### config.mk
export PLATFORM = sky130hd
export DESIGN_NAME = hash_table
export DESIGN_NICKNAME = d
export VERILOG_FILES = /design/src/hw/hash_pkg.sv /design/src/hw/h3_hash.sv /design/src/hw/bucket_ram.sv /design/src/hw/op_pipe.sv /design/src/hw/forward_unit.sv /design/src/hw/hash_controller.sv /design/src/hw/hash_table.sv
export SDC_FILE = /design/constraint.sdc
export NUM_CORES = 1
export LEC_CHECK = 0
export ABC_AREA = 0
export BUFFER_PORTS_ARGS = -buffer_cell sky130_fd_sc_hd__buf_2
export CAP_MARGIN = 40
export CORE_MARGIN = 5
export CORE_UTILIZATION = 62
export DETAILED_ROUTE_END_ITERATION = 8
export PLACE_DENSITY = 0.88
export SYNTH_ARGS = -nofsm -noshare
export SYNTH_HDL_FRONTEND = slang
export SYNTH_HIERARCHICAL = 1
export SYNTH_SLANG_ARGS = --single-unit
### constraint.sdc
create_clock -name clk -period 7.25 [get_ports clk]
set_input_delay 2.175 -clock clk [delete_from_list [all_inputs] [get_ports clk]]
set_output_delay 2.175 -clock clk [all_outputs]
set_load 0.01 [all_outputs]
### src/hw/hash_pkg.sv
package hash_pkg;

    localparam int KEY_WIDTH   = 8;
    localparam int DATA_WIDTH  = 16;
    localparam int NUM_TABLES  = 2;
    localparam int ADR_WIDTH   = 4;
    localparam int TABLE_DEPTH = 1 << ADR_WIDTH; // entries per table

    typedef logic [KEY_WIDTH-1:0]  key_t;
    typedef logic [DATA_WIDTH-1:0] data_t;
    typedef logic [ADR_WIDTH-1:0]  adr_t;

    // 0 does nothing, as with a dropped valid strobe
    typedef enum logic [1:0] {
        OP_NOP    = 2'd0,
        OP_READ   = 2'd1,
        OP_WRITE  = 2'd2,
        OP_DELETE = 2'd3
    } op_e;

    // one row per key bit
    typedef adr_t [KEY_WIDTH-1:0] h3_matrix_t;

    typedef struct packed {
        logic  valid;
        key_t  key;
        data_t data;
    } entry_t;

    typedef struct packed {
        logic   en;
        adr_t   addr;
        entry_t entry; // valid clear on a delete
    } table_wr_t;

    typedef struct packed {
        op_e                   op;
        key_t                  key;
        data_t                 data;
        adr_t [NUM_TABLES-1:0] adr; // hash address per table
    } op_stage_t;

endpackage

### src/hw/h3_hash.sv
`timescale 1ns/1ps

module h3_hash (
    input  hash_pkg::key_t       key_i,
    input  hash_pkg::h3_matrix_t matrix_i,
    output hash_pkg::adr_t       adr_o
);

    // xor of the rows selected by the set key bits
    always_comb begin
        adr_o = '0;
        for (int i = 0; i < hash_pkg::KEY_WIDTH; i++) begin
            if (key_i[i]) begin
                adr_o = adr_o ^ matrix_i[i];
            end
        end
    end

endmodule

### src/hw/bucket_ram.sv
`timescale 1ns/1ps

module bucket_ram (
    input  logic                clk,
    input  logic                rst_n_i,
    input  logic                en_i,
    input  hash_pkg::adr_t      rd_adr_i,
    input  hash_pkg::table_wr_t wr_i,
    output hash_pkg::entry_t    entry_o
);

    logic [hash_pkg::KEY_WIDTH+hash_pkg::DATA_WIDTH-1:0] mem [hash_pkg::TABLE_DEPTH];
    logic [hash_pkg::TABLE_DEPTH-1:0]                    valid_q;

    hash_pkg::key_t  rd_key;
    hash_pkg::data_t rd_data;
    logic            rd_valid;

    // key and data, read before write on the same address
    always_ff @(posedge clk) begin
        if (en_i) begin
            if (wr_i.en) begin
                mem[wr_i.addr] <= {wr_i.entry.key, wr_i.entry.data};
            end
            {rd_key, rd_data} <= mem[rd_adr_i];
        end
    end

    always_ff @(posedge clk or negedge rst_n_i) begin
        if (!rst_n_i) begin
            valid_q  <= '0;
            rd_valid <= 1'b0;
        end else if (en_i) begin
            if (wr_i.en) begin
                valid_q[wr_i.addr] <= wr_i.entry.valid;
            end
            rd_valid <= valid_q[rd_adr_i]; // old flag, like the data
        end
    end

    assign entry_o = '{valid: rd_valid, key: rd_key, data: rd_data};

endmodule

### src/hw/op_pipe.sv
`timescale 1ns/1ps

module op_pipe (
    input  logic                                        clk,
    input  logic                                        rst_n_i,
    input  logic                                        en_i,
    input  logic                                        valid_i,
    input  hash_pkg::op_e                               op_i,
    input  hash_pkg::key_t                              key_i,
    input  hash_pkg::data_t                             data_i,
    input  hash_pkg::adr_t [hash_pkg::NUM_TABLES-1:0]   adr_i,
    output hash_pkg::op_stage_t                         stage_o
);

    hash_pkg::op_e                             op_q;
    hash_pkg::key_t                            key_q;
    hash_pkg::data_t                           data_q;
    hash_pkg::adr_t [hash_pkg::NUM_TABLES-1:0] adr_q;

    always_ff @(posedge clk or negedge rst_n_i) begin
        if (!rst_n_i) begin
            op_q <= hash_pkg::OP_NOP;
        end else if (en_i) begin
            op_q <= valid_i ? op_i : hash_pkg::OP_NOP; // no strobe, no op
        end
    end

    always_ff @(posedge clk) begin
        if (en_i) begin
            key_q  <= key_i;
            data_q <= data_i;
            adr_q  <= adr_i;
        end
    end

    assign stage_o = '{op: op_q, key: key_q, data: data_q, adr: adr_q};

endmodule

### src/hw/forward_unit.sv
`timescale 1ns/1ps

module forward_unit (
    input  logic                                          clk,
    input  logic                                          rst_n_i,
    input  logic                                          en_i,
    input  hash_pkg::op_stage_t                           stage_i,
    input  hash_pkg::entry_t    [hash_pkg::NUM_TABLES-1:0] entry_i,
    input  hash_pkg::table_wr_t [hash_pkg::NUM_TABLES-1:0] wr_i,
    output hash_pkg::entry_t    [hash_pkg::NUM_TABLES-1:0] entry_o
);

    hash_pkg::table_wr_t [hash_pkg::NUM_TABLES-1:0] last_wr_q;
    logic                [hash_pkg::NUM_TABLES-1:0] hit_wr;

    // the write issued at the same edge as the ram read
    always_ff @(posedge clk or negedge rst_n_i) begin
        if (!rst_n_i) begin
            last_wr_q <= '0;
        end else if (en_i) begin
            last_wr_q <= wr_i;
        end
    end

    always_comb begin
        for (int t = 0; t < hash_pkg::NUM_TABLES; t++) begin
            hit_wr[t] = last_wr_q[t].en && (last_wr_q[t].addr == stage_i.adr[t]);
            // covers deletes too, their entry has valid low
            entry_o[t] = hit_wr[t] ? last_wr_q[t].entry : entry_i[t];
        end
    end

endmodule

### src/hw/hash_controller.sv
`timescale 1ns/1ps

module hash_controller (
    input  logic                                           clk,
    input  logic                                           rst_n_i,
    input  logic                                           en_i,
    input  hash_pkg::op_stage_t                            stage_i,
    input  hash_pkg::entry_t    [hash_pkg::NUM_TABLES-1:0] entry_i,
    output hash_pkg::table_wr_t [hash_pkg::NUM_TABLES-1:0] wr_o,
    output logic                                           valid_o,
    output hash_pkg::data_t                                read_data_o,
    output logic                                           no_deletion_target_o,
    output logic                                           no_write_space_o,
    output logic                                           no_element_found_o,
    output logic                                           key_already_present_o
);

    logic [hash_pkg::NUM_TABLES-1:0] hit;
    logic [hash_pkg::NUM_TABLES-1:0] free;
    logic [hash_pkg::NUM_TABLES-1:0] sel_free; // one-hot, lowest free table
    logic                            any_hit;
    logic                            any_free;
    logic                            is_read;
    logic                            is_write;
    logic                            is_delete;
    hash_pkg::data_t                 hit_data;

    assign is_read   = (stage_i.op == hash_pkg::OP_READ);
    assign is_write  = (stage_i.op == hash_pkg::OP_WRITE);
    assign is_delete = (stage_i.op == hash_pkg::OP_DELETE);

    always_comb begin
        sel_free = '0;
        hit_data = '0;
        for (int t = 0; t < hash_pkg::NUM_TABLES; t++) begin
            hit[t]  = entry_i[t].valid && (entry_i[t].key == stage_i.key);
            free[t] = !entry_i[t].valid;
        end
        // walk down so the lowest index wins
        for (int t = hash_pkg::NUM_TABLES - 1; t >= 0; t--) begin
            if (free[t]) begin
                sel_free    = '0;
                sel_free[t] = 1'b1;
            end
            if (hit[t]) begin
                hit_data = entry_i[t].data;
            end
        end
    end

    assign any_hit  = |hit;
    assign any_free = |free;

    // writes go out now, the ram takes them on the result edge
    always_comb begin
        for (int t = 0; t < hash_pkg::NUM_TABLES; t++) begin
            wr_o[t].addr  = stage_i.adr[t];
            wr_o[t].entry = '{valid: is_write, key: stage_i.key, data: stage_i.data};
            wr_o[t].en    = (is_write && !any_hit && sel_free[t]) || (is_delete && hit[t]);
        end
    end

    always_ff @(posedge clk or negedge rst_n_i) begin
        if (!rst_n_i) begin
            valid_o               <= 1'b0;
            no_deletion_target_o  <= 1'b0;
            no_write_space_o      <= 1'b0;
            no_element_found_o    <= 1'b0;
            key_already_present_o <= 1'b0;
        end else if (en_i) begin
            valid_o               <= (stage_i.op != hash_pkg::OP_NOP);
            no_deletion_target_o  <= is_delete && !any_hit;
            no_write_space_o      <= is_write && !any_hit && !any_free;
            no_element_found_o    <= is_read && !any_hit;
            key_already_present_o <= is_write && any_hit; // table left as is
        end
    end

    always_ff @(posedge clk) begin
        if (en_i) begin
            read_data_o <= hit_data;
        end
    end

endmodule

### src/hw/hash_table.sv
`timescale 1ns/1ps

module hash_table (
    input  logic                                            clk,
    input  logic                                            rst_n_i,
    input  hash_pkg::h3_matrix_t [hash_pkg::NUM_TABLES-1:0] matrixes_i,
    input  hash_pkg::key_t                                  key_i,
    input  hash_pkg::data_t                                 data_i,
    input  hash_pkg::op_e                                   op_i,
    input  logic                                            valid_i,
    input  logic                                            ready_i,
    output logic                                            valid_o,
    output hash_pkg::data_t                                 read_data_o,
    output logic                                            no_deletion_target_o,
    output logic                                            no_write_space_o,
    output logic                                            no_element_found_o,
    output logic                                            key_already_present_o
);

    hash_pkg::adr_t      [hash_pkg::NUM_TABLES-1:0] hash_adr;
    hash_pkg::entry_t    [hash_pkg::NUM_TABLES-1:0] ram_entry;
    hash_pkg::entry_t    [hash_pkg::NUM_TABLES-1:0] fwd_entry;
    hash_pkg::table_wr_t [hash_pkg::NUM_TABLES-1:0] table_wr;
    hash_pkg::op_stage_t                            stage;

    for (genvar t = 0; t < hash_pkg::NUM_TABLES; t++) begin : g_table
        h3_hash u_hash (
            .key_i    (key_i),
            .matrix_i (matrixes_i[t]),
            .adr_o    (hash_adr[t])
        );

        bucket_ram u_ram (
            .clk      (clk),
            .rst_n_i  (rst_n_i),
            .en_i     (ready_i),
            .rd_adr_i (hash_adr[t]),
            .wr_i     (table_wr[t]),
            .entry_o  (ram_entry[t])
        );
    end

    op_pipe u_op_pipe (
        .clk     (clk),
        .rst_n_i (rst_n_i),
        .en_i    (ready_i),
        .valid_i (valid_i),
        .op_i    (op_i),
        .key_i   (key_i),
        .data_i  (data_i),
        .adr_i   (hash_adr),
        .stage_o (stage)
    );

    forward_unit u_forward (
        .clk     (clk),
        .rst_n_i (rst_n_i),
        .en_i    (ready_i),
        .stage_i (stage),
        .entry_i (ram_entry),
        .wr_i    (table_wr),
        .entry_o (fwd_entry)
    );

    hash_controller u_ctrl (
        .clk                   (clk),
        .rst_n_i               (rst_n_i),
        .en_i                  (ready_i),
        .stage_i               (stage),
        .entry_i               (fwd_entry),
        .wr_o                  (table_wr),
        .valid_o               (valid_o),
        .read_data_o           (read_data_o),
        .no_deletion_target_o  (no_deletion_target_o),
        .no_write_space_o      (no_write_space_o),
        .no_element_found_o    (no_element_found_o),
        .key_already_present_o (key_already_present_o)
    );

endmodule

==> impl.org <==
** Run
- Number of maximum-capacitance constraint violations :: 0

** Setup path
- Longest individual stage delay on the worst path :: 0.82 ns
- In this run the worst path has a maximum fanout of 38.
- Critical Path Start Type :: flop
- Worst endpoint data arrival time :: 6.09 ns
- The worst setup path is captured at a flop.
- The slowest stage of the critical path is the sky130_fd_sc_hd__a2111oi_4 cell.
- The worst setup path is of the flop to flop kind.
- Req. time, crit path :: 7.56 ns
- The number of buffers and inverters on the critical path is 3.
- List of cells traversed by the critical path :: inv_1, o2111ai_2, a2111oi_4, mux2_2, xnor2_1, nand4_1, nor3_2, buf_4, nand2_1, a21boi_0, nand4_1, nor3_2, buf_4
- Cell type group with the largest total delay on the critical path :: compound AO/OA/AOI/OAI gates

** Global route
- Number of global-route vias before repair :: 20.1k
- In the global route stage, overall resource usage came out at 27.9%.
- The first global-routing pass estimated 136,000 um of wire.
- Entering global routing, the biggest net connects 102 pins.
- After global routing the overflow that remains totals 0.
- The number of antenna violations at the first check in global routing came to 6.

** Yosys
- Post-synth top cells :: sky130_fd_sc_hd__edfxtp_1, sky130_fd_sc_hd__mux4_2, sky130_fd_sc_hd__mux2_2
- Leading cell types by total area after synthesis :: sky130_fd_sc_hd__edfxtp_1, sky130_fd_sc_hd__mux4_2, sky130_fd_sc_hd__dfrtp_1, sky130_fd_sc_hd__mux4_1, sky130_fd_sc_hd__mux2_2
- Synth unique cells :: 37
- Most numerous cell in the Yosys netlist :: sky130_fd_sc_hd__edfxtp_1
- The cell count after synthesis came out at 1,783.
- Count of synthesis-stage warnings from yosys :: 6
- In this run the biggest area consumer among cell types represents 67.2% of the synthesized area.
- Flip-flop and latch count after synthesis :: 965
- The biggest area contributor in the post-synthesis netlist is sky130_fd_sc_hd__edfxtp_1.
- Share of flip-flops with an asynchronous set or reset :: 10.5%
- Counting flops with a built-in enable in the synthesized netlist gives 864.
- The share of the Yosys chip area taken by registers is 73.7%.
- Counting every net in the synthesized netlist gives 1,877.
- For this run, the leading register cell type out of synthesis is sky130_fd_sc_hd__edfxtp_1.
- After synthesis the cells add up to 0.0386 mm2.
- A synthesized cell averages 21.7 um2.

** Timing
- Maximum achievable frequency :: 173 MHz
- Min Clock Period, post-route :: 5.78 ns
- In the final timing run, aggregate negative setup slack is 0 ns.
- In this run the tightest slew margin relative to its limit is 37.7%.
- Setup repair after global routing missed its margin :: no
- On the final layout, the worst clock skew is 0.0249 ns.
- Setup violations remaining at the end of the flow were counted as 0.
- The number of failing hold endpoints at the final stage came to 0.
- In the post-route analysis, the smallest setup slack over all paths is 1.47 ns.
- Transition at the pin with the smallest max-transition slack :: 0.935 ns
- Dividing the final minimum period by the clock period gives 79.7%.
- Max-slew violation count :: 0

** Clock tree
- CTS Hold Buffers Added :: 0
- CTS clk-pin slew, worst paths :: 0.06 ns
- Maximum clock path buffer count :: 3
- Number of buffers inserted during clock tree synthesis :: 90
- Insertion delay to the later sink of the worst-skew pair :: 0.66 ns
- The root buffer cell chosen for the clock tree is sky130_fd_sc_hd__clkbuf_16.
- The clock net in this run drives a total of 965 sinks.
- The number of gates resized after CTS was 0.
- Number of buffers added for setup after CTS :: 0
- In this run the number of H-tree levels came out at 3.
- TritonCTS built the clock tree.

** Layout
- The area growth from synthesis to layout is 12.7%.
- Non-filler instance count after layout :: 2,863
- The post-route netlist has 36.0% of its cells at a drive strength greater than 1.
- Area of all placed cells without fillers :: 0.0435 mm2
- After the last flow step, the layout net total stands at 2,043.

** Power
- Clk network pwr share :: 33.6%
- Summed over all cells, the static leakage comes to 14.8 nW.
- Power spread over the standard cell area amounts to 327 mW/mm2.
- Comb power frac :: 19.7%
- The completed layout was analyzed and its total power is 14.2 mW.
- Sw Share :: 25.3%
- Proportion of power drawn by flip-flops and latches :: 46.6%
- The internal portion of the total power is 10.6 mW.
- VDD sags by at most 0.000214 V.
- Switching Power :: 3.60 mW

** Die
- The die is 260 um wide.
- For this design the top-level I/O count stands at 115.
- The total area inside the core boundary comes to 0.0617 mm2.
- The die is 260 um tall.
- Starting density of the core :: 62.6%
- Count of standard-cell rows :: 91
- Area enclosed by the die boundary :: 0.0674 mm2

** Place
- The congestion estimate from routability-driven global placement came to 0.826.
- Quantity of I/O buffers inserted on ports :: 114
- Placement-stage cell area :: 0.0405 mm2
- DP Wirelength :: 51,400 um
- In this run, placement finished with an instance count of 2,694.
- Worst-case setup slack after placement :: 1.71 ns

** Detailed routing
- # DRC :: 0
- The routed layout has 19.0k vias.
- Routed length per placed instance :: 32.5 um
- Via/cell ratio :: 6.65
- Once detail routing completed, the nets flagged for antenna violations numbered 0.
- Iteration-0 DRC Markers :: 2,533
- Before antenna repair, the detailed router went through 5 iterations.
- Post-Route WL :: 92,900 um

** Worst hold path
- Hold Path Class :: flop to flop

** Run status
- Result of the run :: complete, no violations
==> state kept, by name, indices dropped and copies added, names as in the netlist, 8 cells and up <==
name	flops
g_table.u_ram/rd_data	32
g_table.u_ram/mem	768
g_table.u_ram/valid_q	32
u_op_pipe/data_q	16
g_table.u_ram/rd_key	16
u_op_pipe/stage_o	8
u_forward/last_wr_q	60
u_ctrl/read_data_o	16
u_op_pipe/key_q	8
==> final cells by class <==
| cell class | count | area (um2) |
|---|---|---|
| flip-flops and latches | 965 | 28500 |
| multi-input cells | 676 | 9360 |
| clock inverters | 48 | 475 |
| fillers | 3408 | 18200 |
| diodes | 3 | 7.51 |
| repair buffers | 210 | 1640 |
| inverters | 6 | 22.5 |
| well taps | 837 | 1050 |
| clock buffers | 118 | 2500 |
==> per-stage QoR <==
stage	hold slack (ns)	utilization, %
after floorplan	0.472	-
after global placement	0.482	64.9
after detailed placement	0.488	65.7
after CTS	0.505	70.5
after global routing	0.516	70.5
final	0.500	70.5
==> metal layers <==
layer	wire [um]	track usage, %
met5	13	0
met4	3240	8.98
met3	9030	5.24
met2	47800	47.5
met1	32800	37.3
==> cells in the final DEF (no fill, tap or decap), types with 4 or more instances in the layout <==
master | synthesis | routed
sky130_fd_sc_hd__edfxtp_1 | 864 | 864
sky130_fd_sc_hd__mux4_2 | 186 | 186
sky130_fd_sc_hd__mux2_2 | 143 | 143
sky130_fd_sc_hd__buf_2 | 22 | 112
sky130_fd_sc_hd__nand2_1 | 107 | 107
sky130_fd_sc_hd__dfrtp_1 | 101 | 101
sky130_fd_sc_hd__clkbuf_16 | 0 | 92
sky130_fd_sc_hd__mux4_1 | 62 | 62
sky130_fd_sc_hd__buf_4 | 60 | 62
sky130_fd_sc_hd__xnor2_1 | 57 | 49
sky130_fd_sc_hd__nor2_2 | 0 | 24
sky130_fd_sc_hd__buf_8 | 0 | 23
sky130_fd_sc_hd__o21ai_0 | 21 | 21
sky130_fd_sc_hd__clkinv_2 | 0 | 19
sky130_fd_sc_hd__clkbuf_1 | 29 | 16
sky130_fd_sc_hd__xnor2_2 | 8 | 16
sky130_fd_sc_hd__clkinv_1 | 0 | 14
sky130_fd_sc_hd__xor2_1 | 12 | 12
sky130_fd_sc_hd__clkbuf_8 | 0 | 10
sky130_fd_sc_hd__bufinv_16 | 0 | 9
sky130_fd_sc_hd__nor3_2 | 1 | 9
sky130_fd_sc_hd__nand2b_1 | 6 | 6
sky130_fd_sc_hd__mux2i_1 | 6 | 6
sky130_fd_sc_hd__buf_12 | 0 | 6
sky130_fd_sc_hd__inv_1 | 6 | 6
sky130_fd_sc_hd__nand3_1 | 5 | 5
sky130_fd_sc_hd__nand4_1 | 4 | 4
sky130_fd_sc_hd__nand4b_1 | 4 | 4
sky130_fd_sc_hd__buf_16 | 0 | 4
==> cells by family after synthesis <==
logic type,Yosys count,synth area share [%]
mux,398,19.4
flops,965,73.7
xor+xnor,77,1.90
buf+inv,142,2.52
simple gates,172,1.96
compound gates,29,0.496
==> worst paths after layout <==
check                                            start                           end  slack (ns)  depth (start not counted)
max                               u_op_pipe/stage_o[1]  g_table[0].u_ram/mem[12][11]        1.47                         13
min                        g_table[0].u_ram/valid_q[5]   g_table[0].u_ram/valid_q[5]        0.50                          1
max reg2reg                       u_op_pipe/stage_o[1]  g_table[0].u_ram/mem[12][11]        1.47                         13
min reg2reg                g_table[0].u_ram/valid_q[5]   g_table[0].u_ram/valid_q[5]        0.50                          1
max in group asynchronous                      rst_n_i       u_forward/last_wr_q[33]        4.41                          2
min in group asynchronous                      rst_n_i       u_forward/last_wr_q[29]        1.54                          1
==> worst register-to-register path, cell delays in order, from the launching register on <==
cell and delay [ns]:
sky130_fd_sc_hd__edfxtp_1 0.55, sky130_fd_sc_hd__inv_1 0.20, sky130_fd_sc_hd__o2111ai_2 0.17, sky130_fd_sc_hd__a2111oi_4 0.82
sky130_fd_sc_hd__mux2_2 0.44, sky130_fd_sc_hd__xnor2_1 0.20, sky130_fd_sc_hd__nand4_1 0.15, sky130_fd_sc_hd__nor3_2 0.18
sky130_fd_sc_hd__buf_4 0.40, sky130_fd_sc_hd__nand2_1 0.09, sky130_fd_sc_hd__a21boi_0 0.63, sky130_fd_sc_hd__nand4_1 0.44
sky130_fd_sc_hd__nor3_2 0.72, sky130_fd_sc_hd__buf_4 0.47
==> power by group through the flow <==
stage | Sequential [mW] | Clock [mW] | Combinational, mW
floorplan | 6.59 | 0 | 2.15
global placement | 6.75 | 0 | 2.53
detailed placement | 6.72 | 0 | 2.73
CTS | 6.63 | 4.84 | 2.83
global route | 6.64 | 5.09 | 2.94
finish | 6.63 | 4.78 | 2.81
Power figures use the tool's default switching activity.
